File: src/include/stream_consts.svh
//////////////////////////////////////////////////
// Word addressed, so 8 address bits cover all memory
// Buffer and queue depths must be powers of two
//////////////////////////////////////////////////
`ifndef STREAM_CONSTS_SVH
`define STREAM_CONSTS_SVH

`define STREAM_DATA_WIDTH	32		// Memory word
`define STREAM_ADDR_WIDTH	8		// Word address, stride and length
`define STREAM_MEM_DEPTH	256		// Words in data memory
`define STREAM_BUFF_DEPTH	16		// Ring buffer entries per unit
`define STREAM_QUEUE_DEPTH	4		// Command queue entries per unit
`define STREAM_UNITS		2		// Load/store units on the arbiter
`define STREAM_TAG_WIDTH	4		// Command tag

`endif

File: src/hdl/streamPkg.sv
//////////////////////////////////////////////////
// Address arithmetic wraps at the address width
//////////////////////////////////////////////////
`include "stream_consts.svh"

package streamPkg;

	typedef logic [`STREAM_DATA_WIDTH-1:0] data_t;
	typedef logic [`STREAM_ADDR_WIDTH-1:0] address_t;	// Also stride and length

	typedef enum logic {
		opLoad,
		opStore
	} accessOp_e;

	typedef struct packed {
		accessOp_e	op;
		address_t	base;
		address_t	stride;
		address_t	length;			// Element count, zero allowed
		logic [`STREAM_TAG_WIDTH-1:0] tag;
	} accessCmd_t;

	typedef struct packed {
		logic		write;
		address_t	address;
		data_t		writeData;
	} memReq_t;

	// Returned once per finished command
	typedef struct packed {
		logic [`STREAM_TAG_WIDTH-1:0] tag;
		accessOp_e	op;
	} commitToken_t;

	typedef enum logic [1:0] {
		seqIdle,
		seqRun,
		seqCommit
	} seqState_e;

endpackage

File: src/hdl/accessSequencer.sv
//////////////////////////////////////////////////
// Commands run strictly in order, one word per grant
// Addresses wrap modulo the memory depth
//////////////////////////////////////////////////
`include "stream_consts.svh"

module accessSequencer (
	input	logic							clock,
	input	logic							reset,
	input	logic							cmdValid,
	input	streamPkg::accessCmd_t			cmd,
	input	logic							memGrant,
	input	logic							readValid,
	input	logic							bufferEmpty,
	input	logic [$clog2(`STREAM_BUFF_DEPTH):0]	bufferLevel,
	input	streamPkg::data_t				storeData,		// Buffer head
	output	logic							busy,			// Queue full
	output	logic							memRequest,
	output	streamPkg::memReq_t				memReq,
	output	logic							storePop,
	output	logic							tokenValid,
	output	streamPkg::commitToken_t		token
);
	import streamPkg::*;

	localparam int queueBits = $clog2(`STREAM_QUEUE_DEPTH);
	localparam int levelBits = $clog2(`STREAM_BUFF_DEPTH) + 1;

	//////////////////////////////////////////////////
	// Command queue
	//////////////////////////////////////////////////
	accessCmd_t				cmdQueue [`STREAM_QUEUE_DEPTH];
	logic [queueBits-1:0]	queueWrPtr;
	logic [queueBits-1:0]	queueRdPtr;
	logic [queueBits:0]		queueCount;
	logic					queuePush;
	logic					queuePop;

	seqState_e				state;
	accessCmd_t				current;		// Running command
	address_t				elemIndex;
	address_t				elemAddr;
	address_t				lastIndex;
	logic [levelBits-1:0]	outstanding;	// Reads granted, data not back
	logic [levelBits:0]		reserved;
	logic					isLoad;
	logic					hasRoom;
	logic					allIssued;
	logic					granted;
	logic					lastGrant;
	logic					lastRead;

	assign busy			= queueCount == (queueBits+1)'(`STREAM_QUEUE_DEPTH);
	assign queuePush	= cmdValid & ~busy;
	assign queuePop		= (state != seqRun) & (queueCount != '0);	// Idle or commit

	always_ff @(posedge clock) begin
		if (queuePush) begin
			cmdQueue[queueWrPtr] <= cmd;
		end
	end

	always_ff @(posedge clock) begin
		if (reset) begin
			queueWrPtr	<= '0;
			queueRdPtr	<= '0;
			queueCount	<= '0;
		end else begin
			if (queuePush) begin
				queueWrPtr <= queueWrPtr + 1'b1;
			end
			if (queuePop) begin
				queueRdPtr <= queueRdPtr + 1'b1;
			end
			case ({queuePush, queuePop})
				2'b10:		queueCount <= queueCount + 1'b1;
				2'b01:		queueCount <= queueCount - 1'b1;
				default:	queueCount <= queueCount;
			endcase
		end
	end

	//////////////////////////////////////////////////
	// Strided request generation
	//////////////////////////////////////////////////
	assign isLoad		= current.op == opLoad;
	assign lastIndex	= current.length - address_t'(1);
	assign allIssued	= elemIndex == current.length;
	assign reserved		= {1'b0, bufferLevel} + {1'b0, outstanding};
	assign hasRoom		= reserved < (levelBits+1)'(`STREAM_BUFF_DEPTH);

	assign memRequest	= (state == seqRun) & ~allIssued & (isLoad ? hasRoom : ~bufferEmpty);
	assign granted		= memRequest & memGrant;
	assign lastGrant	= granted & (elemIndex == lastIndex);
	assign lastRead		= allIssued & readValid & (outstanding == levelBits'(1));
	assign storePop		= granted & ~isLoad;		// Word leaves with the grant

	assign memReq		= '{write: ~isLoad, address: elemAddr, writeData: storeData};
	assign tokenValid	= state == seqCommit;
	assign token		= '{tag: current.tag, op: current.op};

	always_ff @(posedge clock) begin
		if (queuePop) begin
			current		<= cmdQueue[queueRdPtr];
			elemIndex	<= '0;
			elemAddr	<= cmdQueue[queueRdPtr].base;
		end else if (granted) begin
			elemIndex	<= elemIndex + 1'b1;
			elemAddr	<= elemAddr + current.stride;		// Wraps modulo 256
		end
	end

	always_ff @(posedge clock) begin
		if (reset) begin
			outstanding <= '0;
		end else begin
			case ({granted & isLoad, readValid})
				2'b10:		outstanding <= outstanding + 1'b1;
				2'b01:		outstanding <= outstanding - 1'b1;
				default:	outstanding <= outstanding;
			endcase
		end
	end

	always_ff @(posedge clock) begin
		if (reset) begin
			state <= seqIdle;
		end else begin
			case (state)
				seqIdle, seqCommit: begin
					if (queuePop) begin
						state <= (cmdQueue[queueRdPtr].length == '0) ? seqCommit : seqRun;
					end else begin
						state <= seqIdle;
					end
				end
				seqRun: begin
					if (isLoad ? lastRead : lastGrant) begin
						state <= seqCommit;
					end
				end
				default: state <= seqIdle;
			endcase
		end
	end

endmodule

File: src/hdl/loadStoreUnit.sv
//////////////////////////////////////////////////
// Host must honour busy and level
// Overflowing pushes and underflowing pops are dropped
//////////////////////////////////////////////////
`include "stream_consts.svh"

module loadStoreUnit (
	input	logic							clock,
	input	logic							reset,
	input	logic							cmdValid,
	input	streamPkg::accessCmd_t			cmd,
	input	logic							pushValid,
	input	streamPkg::data_t				pushData,
	input	logic							popValid,
	output	streamPkg::data_t				popData,		// Head, same cycle as pop
	output	logic [$clog2(`STREAM_BUFF_DEPTH):0]	level,
	output	logic							busy,
	output	logic							tokenValid,
	output	streamPkg::commitToken_t		token,
	output	logic							memRequest,
	output	streamPkg::memReq_t				memReq,
	input	logic							memGrant,
	input	logic							readValid,
	input	streamPkg::data_t				readData
);
	import streamPkg::*;

	data_t		bufferIn;
	data_t		bufferOut;
	logic		bufferWrite;
	logic		bufferRead;
	logic		bufferFull;
	logic		bufferEmpty;
	logic		hostPush;
	logic		hostPop;
	logic		storePop;

	//////////////////////////////////////////////////
	// Buffer port sharing
	//////////////////////////////////////////////////
	// Load returns and host pushes never overlap in a correct stream,
	// so returning memory data simply wins the write port
	assign hostPush		= pushValid & ~bufferFull & ~readValid;
	assign hostPop		= popValid & ~bufferEmpty & ~storePop;	// Store pops win

	assign bufferWrite	= readValid | hostPush;
	assign bufferIn		= readValid ? readData : pushData;
	assign bufferRead	= storePop | hostPop;
	assign popData		= bufferOut;

	ringBuffer #(
		.depth(			`STREAM_BUFF_DEPTH	)
	) dataRing (
		.clock(			clock				),
		.reset(			reset				),
		.write(			bufferWrite			),
		.writeData(		bufferIn			),
		.read(			bufferRead			),
		.readData(		bufferOut			),
		.full(			bufferFull			),
		.empty(			bufferEmpty			),
		.level(			level				)
	);

	accessSequencer sequencer (
		.clock(			clock				),
		.reset(			reset				),
		.cmdValid(		cmdValid			),
		.cmd(			cmd					),
		.memGrant(		memGrant			),
		.readValid(		readValid			),
		.bufferEmpty(	bufferEmpty			),
		.bufferLevel(	level				),
		.storeData(		bufferOut			),
		.busy(			busy				),
		.memRequest(	memRequest			),
		.memReq(		memReq				),
		.storePop(		storePop			),
		.tokenValid(	tokenValid			),
		.token(			token				)
	);

endmodule

File: src/hdl/ringBuffer.sv
//////////////////////////////////////////////////
// Depth must be a power of two
// Writes when full and reads when empty are dropped
//////////////////////////////////////////////////
`include "stream_consts.svh"

module ringBuffer #(
	parameter int depth = `STREAM_BUFF_DEPTH
) (
	input	logic					clock,
	input	logic					reset,
	input	logic					write,
	input	streamPkg::data_t		writeData,
	input	logic					read,
	output	streamPkg::data_t		readData,		// Head entry, combinational
	output	logic					full,
	output	logic					empty,
	output	logic [$clog2(depth):0]	level			// Occupancy
);
	import streamPkg::*;

	localparam int ptrBits = $clog2(depth);

	data_t					store [depth];
	logic [ptrBits-1:0]		wrPtr;
	logic [ptrBits-1:0]		rdPtr;
	logic					doWrite;
	logic					doRead;

	assign full		= level == (ptrBits+1)'(depth);
	assign empty	= level == '0;
	assign doWrite	= write & ~full;
	assign doRead	= read & ~empty;

	assign readData	= store[rdPtr];

	always_ff @(posedge clock) begin
		if (doWrite) begin
			store[wrPtr] <= writeData;
		end
	end

	always_ff @(posedge clock) begin
		if (reset) begin
			wrPtr	<= '0;
			rdPtr	<= '0;
			level	<= '0;
		end else begin
			if (doWrite) begin
				wrPtr <= wrPtr + 1'b1;		// Wraps at depth
			end
			if (doRead) begin
				rdPtr <= rdPtr + 1'b1;
			end
			case ({doWrite, doRead})
				2'b10:		level <= level + 1'b1;
				2'b01:		level <= level - 1'b1;
				default:	level <= level;
			endcase
		end
	end

endmodule

File: config.mk
export PLATFORM = sky130hd
export DESIGN_NAME = loadStoreUnit
export DESIGN_NICKNAME = d
export VERILOG_FILES = /design/src/hdl/streamPkg.sv /design/src/hdl/accessSequencer.sv /design/src/hdl/loadStoreUnit.sv /design/src/hdl/ringBuffer.sv
export VERILOG_INCLUDE_DIRS = /design/src /design/src/include
export SDC_FILE = /design/constraint.sdc
export NUM_CORES = 1
export LEC_CHECK = 0
export BUFFER_PORTS_ARGS = -buffer_cell sky130_fd_sc_hd__buf_4
export CORE_MARGIN = 8
export CORE_UTILIZATION = 55
export CTS_BUF_LIST = sky130_fd_sc_hd__clkbuf_4 sky130_fd_sc_hd__clkbuf_8
export CTS_CLUSTER_DIAMETER = 150
export DETAILED_ROUTE_END_ITERATION = 10
export HOLD_SLACK_MARGIN = 0.02
export PLACE_DENSITY = 0.76
export SYNTH_ARGS = -nofsm -noshare
export SYNTH_HDL_FRONTEND = slang
export SYNTH_SLANG_ARGS = --single-unit
File: constraint.sdc
create_clock -name clock -period 5.1 [get_ports clock]
set_input_delay 1.275 -clock clock [delete_from_list [all_inputs] [get_ports clock]]
set_output_delay 1.275 -clock clock [all_outputs]
set_load 0.03 [all_outputs]
==> results of run 1 <==
## placed cells by master, fill, tap and decap left out, types with 4 or more instances in the layout
master    synthesis  final
ha_1             30     30
clkbuf_4          0     37
nor2b_1           8      8
o21ai_0          11     11
clkinv_1          0     18
and2_2            0      4
mux2i_1           7      7
edfxtp_1        657    657
xnor2_1          16     16
inv_1            24     24
nand3_1          13     13
nor3_1           15     11
o211ai_1          4      4
xor2_1           18     18
nand2b_1          6      6
nor4_1            6      6
mux4_2          189    189
o21a_1            4      4
dfxtp_1          41     35
nor2_1           54     42
buf_12            0      7
clkinv_2          0     12
mux2_2           32     32
buf_4            40    216
nor3_2            0      4
clkbuf_8          0    112
or3_1             5      5
nand2_1          30     30
nor2_4            0     12
dfxtp_2           0      4
a21oi_1          18     18
## routing by layer
metal | up-vias | global-route usage | part of all wire
met5 | - | 0.00589 | 0.00095
met4 | 2 | 0.0641 | 0.019
met3 | 82 | 0.0431 | 0.068
met2 | 488 | 0.328 | 0.51
met1 | 7157 | 0.246 | 0.40
li1 | 5953 | - | -
## final timing paths
kind                            cells after the start                      end  slack (ps)                     from
worst max-delay path                                4               memReq[20]         630                     flop
worst min-delay path                                2  sequencer.queueCount[2]         500  sequencer.queueCount[2]
worst max register to register                     14        dataRing.level[4]        1310     sequencer.current[8]
worst min register to register                      2  sequencer.queueCount[2]         500  sequencer.queueCount[2]
## worst register-to-register path, cell delays in order, from the launching register on
cell and delay [ps]:
edfxtp_1 450, xnor2_1 290, and4_4 320, a21oi_4 80, o21ai_1 360, inv_1 90, ha_1 350, xor2_1 190
ha_1 250, nor2b_1 170, o211ai_1 220, o21ba_2 200, o31a_1 230, a31oi_1 160, mux2_1 330
## flip-flops by register name, summed over array words and instances, names as in the netlist, named ones only
name and cells:
sequencer.cmdQueue 116, dataRing.level 5, dataRing.store 512, sequencer.queueCount 3
sequencer.current 16, sequencer.token 4, sequencer.outstanding 5, sequencer.memReq 1
sequencer.queueWrPtr 2, dataRing.rdPtr 4, sequencer.elemAddr 8, sequencer.elemIndex 8
sequencer.queueRdPtr 2, dataRing.wrPtr 4, sequencer.state 2
## kinds of logic after synthesis
family | synth area share
DFF | 0.737
AOI/OAI and AO/OA | 0.0175
xor gates and xnor gates | 0.0107
and+or+nand+nor | 0.0286
adders and majority gates | 0.0149
buffers and inverters | 0.0234
muxes | 0.168
## power breakdown
group / internal, mW / switching [mW]
Combinational: 1.76 / 2.22
Sequential: 6.91 / 0.368
Clock: 2.45 / 2.05
Total: 11.1 / 4.64
## layout make-up
cell class	count	area share
sequential	698	0.640
multi-input combinational	525	0.212
clock buffer	149	0.0566
timing repair buffer	223	0.0548
tap	672	0.0261
clock inverter	39	0.00829
inverter	24	0.00280
==> flow_summary.json, run 1 <==
{
  "dp_hpwl_um": 33700,
  "clkSinkCount": 698,
  "hold_path_class": "flop to flop",
  "cts_resized": 0,
  "grt_pass1_wl_um": 84000,
  "p_per_area_mw_per_mm2": 490,
  "fill_cells": 3272,
  "fin_crit_sh": 0.877,
  "n_antenna_cell": 0,
  "fin_crit_ps": 4470,
  "setup_viol": 0,
  "criticalPathCategory": "flop to output port",
  "cp-start-kind": "flop",
  "synth-async-reset-ratio": 0,
  "fmax_mhz": 224,
  "drive_above_1_share": 0.392,
  "place.gp.congestion": 0.795,
  "ys_ff_latch": 698,
  "end_kind": "output port",
  "dp_slack_ps": 839,
  "maxSlewViolCount": 0,
  "rows": 82,
  "drtIter0Drc": 989,
  "postCtsSetupBuffers": 0,
  "clock_tree.htree_level_count": 3,
  "ir_worst_vdd_v": 0.000389,
  "synth_flop_cell": "edfxtp_1",
  "synth.top_cell.area_share": 0.707,
  "slowest_delay_ps": 920,
  "drtPass1Iterations": 5,
  "syn_area_per_cell_um2": 20.7,
  "holdBufCountCts": 0,
  "worst_slack_ps": 627,
  "grtUsageTotal": 0.193,
  "dp.cells": 2142,
  "grt_pass1_vias": 14405,
  "path_buf_inv": 2,
  "port_buffers": 185,
  "seq_area_frac_synth": 0.737,
  "status": "finished clean",
  "cap_viol_max_count": 0,
  "routed_via_density": 5.87,
  "finalPower_mw": 15.8,
  "drtAntennaViolNets": 0,
  "die_h_um": 241,
  "arrival_ps": 3200,
  "cp_top_family": "flip-flops",
  "fin_util": 0.641,
  "wl_um": 55700,
  "grt_overflow": 0,
  "power_leakage_nw": 10.6,
  "holdWs_ps": 504,
  "cts.path.max_buffers": 3,
  "ff_latch_area_mm2": 0.0206,
  "initial_utilization": 0.556,
  "cp_max_fo": 57,
  "synthToLayoutAreaGrowth_pct": 15.2,
  "multi_input_area_mm2": 0.00681,
  "rsz0062_at_grt": "no",
  "dieArea_mm2": 0.0582,
  "die_x_um": 241,
  "netlist_area_mm2": 0.0279,
  "worstPathRequired_ps": 3830,
  "cts_buffers": 107,
  "finalClockSkew_ps": 39.4,
  "post-synth-top-count-cell": "edfxtp_1",
  "vias": 13682,
  "clk_pin_slew_worst_paths_ps": 60,
  "slew_headroom": 0.339,
  "final_nets": 1711,
  "synth_nets": 1480,
  "worstPathCellList": "buf_4, mux4_2, mux4_2, buf_4",
  "clk_latency_ps": 700,
  "synth.area.top_cells": "edfxtp_1, mux4_2, dfxtp_1",
  "finalSetupTns_ps": 0,
  "drc": 0,
  "synth_top_area_cell": "edfxtp_1",
  "syn_inst": 1348,
  "crit_slowest_cell": "dfxtp_4",
  "final_cells": 2330,
  "wl_per_cell_um": 23.9,
  "core_mm2": 0.0502,
  "hold_viol": 0,
  "synth.distinct_cells": 62,
  "grt_antenna_before_repair": 0,
  "placed_area_mm2": 0.0301,
  "io_pins": 186,
  "tightest_slew_ps": 989,
  "synth_commonest_cells": "edfxtp_1, mux4_2, nor2_1",
  "cts_tree": "done",
  "yosysWarnings": 0,
  "fin_area_mm2": 0.0322,
  "grt_start_max_net_pins": 58,
  "synth-edff-count": 657,
  "clockRootBuffer": "clkbuf_8"
}
Note: power is estimated with default switching activity, not from simulation.
==> run 2, diff against run 1 <==
- clock period: 5.1 -> 3.75 ns (I/O delays scaled with it)
==> run 2 against run 1 <==
Final cell count grew 1.8%. Sequential share of layout area is 1.0 points lower. Sequential power up 35%. Power grew 38%. Register-to-register slack worse by 1000 ps. Clock skew down 17 ps. Largest power group unchanged. Flip-flop and latch count stayed put. Critical path depth up 1. Clock-buffer cell count is 6 lower. Die area unchanged. Clock power grew 39%.
==> flow_summary.json, run 2 (same netlist as run 1, synthesis figures left out) <==
{
  "vias": 13769,
  "worstPathCellList": "buf_12, buf_4, mux4_2, mux4_2, buf_6",
  "cp_top_family": "multiplexers",
  "wl_um": 57000,
  "layout_common_cells": "edfxtp_1, buf_4, mux4_2, clkbuf_8, nor2_1",
  "tightest_slew_ps": 869,
  "io_pins": 186,
  "grt_pass1_wl_um": 85500,
  "holdWs_ps": 449,
  "worstHoldStart": "cmd[8]",
  "rows": 82,
  "top_register": "dataRing.store",
  "dp_hpwl_um": 33200,
  "top_regs": "dataRing.store: 512 flops, sequencer.cmdQueue: 116 flops, sequencer.current: 16 flops",
  "hold_viol": 0,
  "routed_via_density": 5.80,
  "cts_buffers": 108,
  "core_mm2": 0.0502,
  "criticalPathCategory": "flop to output port",
  "crit_slowest_cell": "mux4_2",
  "cts_tree": "done",
  "cap_viol_max_count": 0,
  "worstPathRequired_ps": 2810,
  "fin_crit_ps": 3650,
  "finalClockSkew_ps": 22.8,
  "cp_common_cell": "mux4_2",
  "slowest_delay_ps": 570,
  "arrival_ps": 2720,
  "largest_reg_flops": 512,
  "clkSinkCount": 698,
  "r2r-start": "dataRing.level[0]",
  "synthToLayoutAreaGrowth_pct": 17.1,
  "fin_crit_sh": 0.975,
  "dp.cells": 2162,
  "final_common_cell": "edfxtp_1",
  "grtUsageTotal": 0.198,
  "final_cells": 2372,
  "grt_start_max_net_pins": 59,
  "cp-start-kind": "flop",
  "path_buf_inv": 3,
  "grt_overflow": 0,
  "hold_path_class": "input pin to flop",
  "rsz0062_at_grt": "yes",
  "clk_latency_ps": 690,
  "grt_antenna_before_repair": 2,
  "finalPower_mw": 21.8,
  "ff2ff_setup_slack_ps": 310,
  "drtPass1Iterations": 5,
  "status": "finished clean",
  "clockRootBuffer": "clkbuf_8",
  "cts.path.max_buffers": 3,
  "drtIter0Drc": 1117,
  "cp_max_fo": 5,
  "final_nets": 1736,
  "grt_pass1_vias": 14386,
  "port_buffers": 185,
  "dieArea_mm2": 0.0582,
  "slew_headroom": 0.420,
  "drc": 0,
  "initial_utilization": 0.556,
  "clk_pin_slew_worst_paths_ps": 60,
  "clock_tree.htree_level_count": 3,
  "setup_viol": 0,
  "finalSetupTns_ps": 0,
  "fmax_mhz": 274,
  "place.gp.congestion": 0.799,
  "drtAntennaViolNets": 0,
  "wl_per_cell_um": 24.0,
  "drive_above_1_share": 0.396,
  "power_leakage_nw": 10.8,
  "maxSlewViolCount": 0,
  "ir_worst_vdd_v": 0.000507,
  "die_x_um": 241,
  "p_per_area_mw_per_mm2": 667,
  "end_kind": "output port",
  "die_h_um": 241
}
run 2: changes by cell type in the layout (fill, tap and decap cells not counted), moves of 4 or more:
cell and change:
nor3_4 +4, clkinv_1 +13, and2_1 +4, buf_12 +6, buf_6 +6, buf_4 +6
buf_16 +5, clkinv_2 +6, nor3_2 -4, clkbuf_4 -7, and2_2 -4
run 2: metal layers:
layer	track usage	vias up	routed length (µm)
met5	0	-	0
met4	0.0652	0	1340
met3	0.0452	98	4420
met2	0.336	525	29300
met1	0.254	7105	22000
li1	-	6041	-
run 2: cell type report:
type	instances	area, µm²
Fill cell	3210	17500
Clock buffer	143	1780
Sequential cell	698	20600
Antenna cell	3	7.51
Timing Repair Buffer	247	2160
Multi-Input combinational cell	525	6840
Clock inverter	60	402
Tap cell	672	841
Inverter	24	90.1
run 2: power breakdown:
group | internal, mW | switching, mW
registers | 9.39 | 0.392
logic | 2.57 | 3.18
clock network | 3.39 | 2.87
total | 15.3 | 6.44
run 2: path summary, 6_finish.rpt:
path | end | cells past startpoint
max | memReq[2] | 5
min | sequencer.cmdQueue[3][8] | 1
max reg2reg | dataRing.level[4] | 13
min reg2reg | sequencer.elemIndex[7] | 2
run 2: what timing repair did:
action | in CTS | in global routing
hold buffers | 0 | 0
setup buffers | 3 | 0
cloned | 0 | 1
endpoints found under the setup margin | 64 | 18
resized for setup | 3 | 7
run 2: worst register-to-register path, cell delays in order (launching register included):
cell,delay (ps)
dfxtp_1,380
nor4_1,670
nand2b_1,150
o21ai_1,140
inv_1,60
ha_1,220
xor2_1,150
ha_1,250
nor2b_1,180
o211ai_1,200
o21ba_2,200
o31a_1,230
a31oi_1,160
mux2_1,330
run 2: through the flow:
stage	area [µm²]	setup WS (ps)	util
floorplan	27900	153	-
CTS	32600	-4.98	0.650
detailed placement	30300	206	0.605
global placement	30300	279	0.605
finish	32700	95.2	0.651
global route	32700	-21.9	0.651
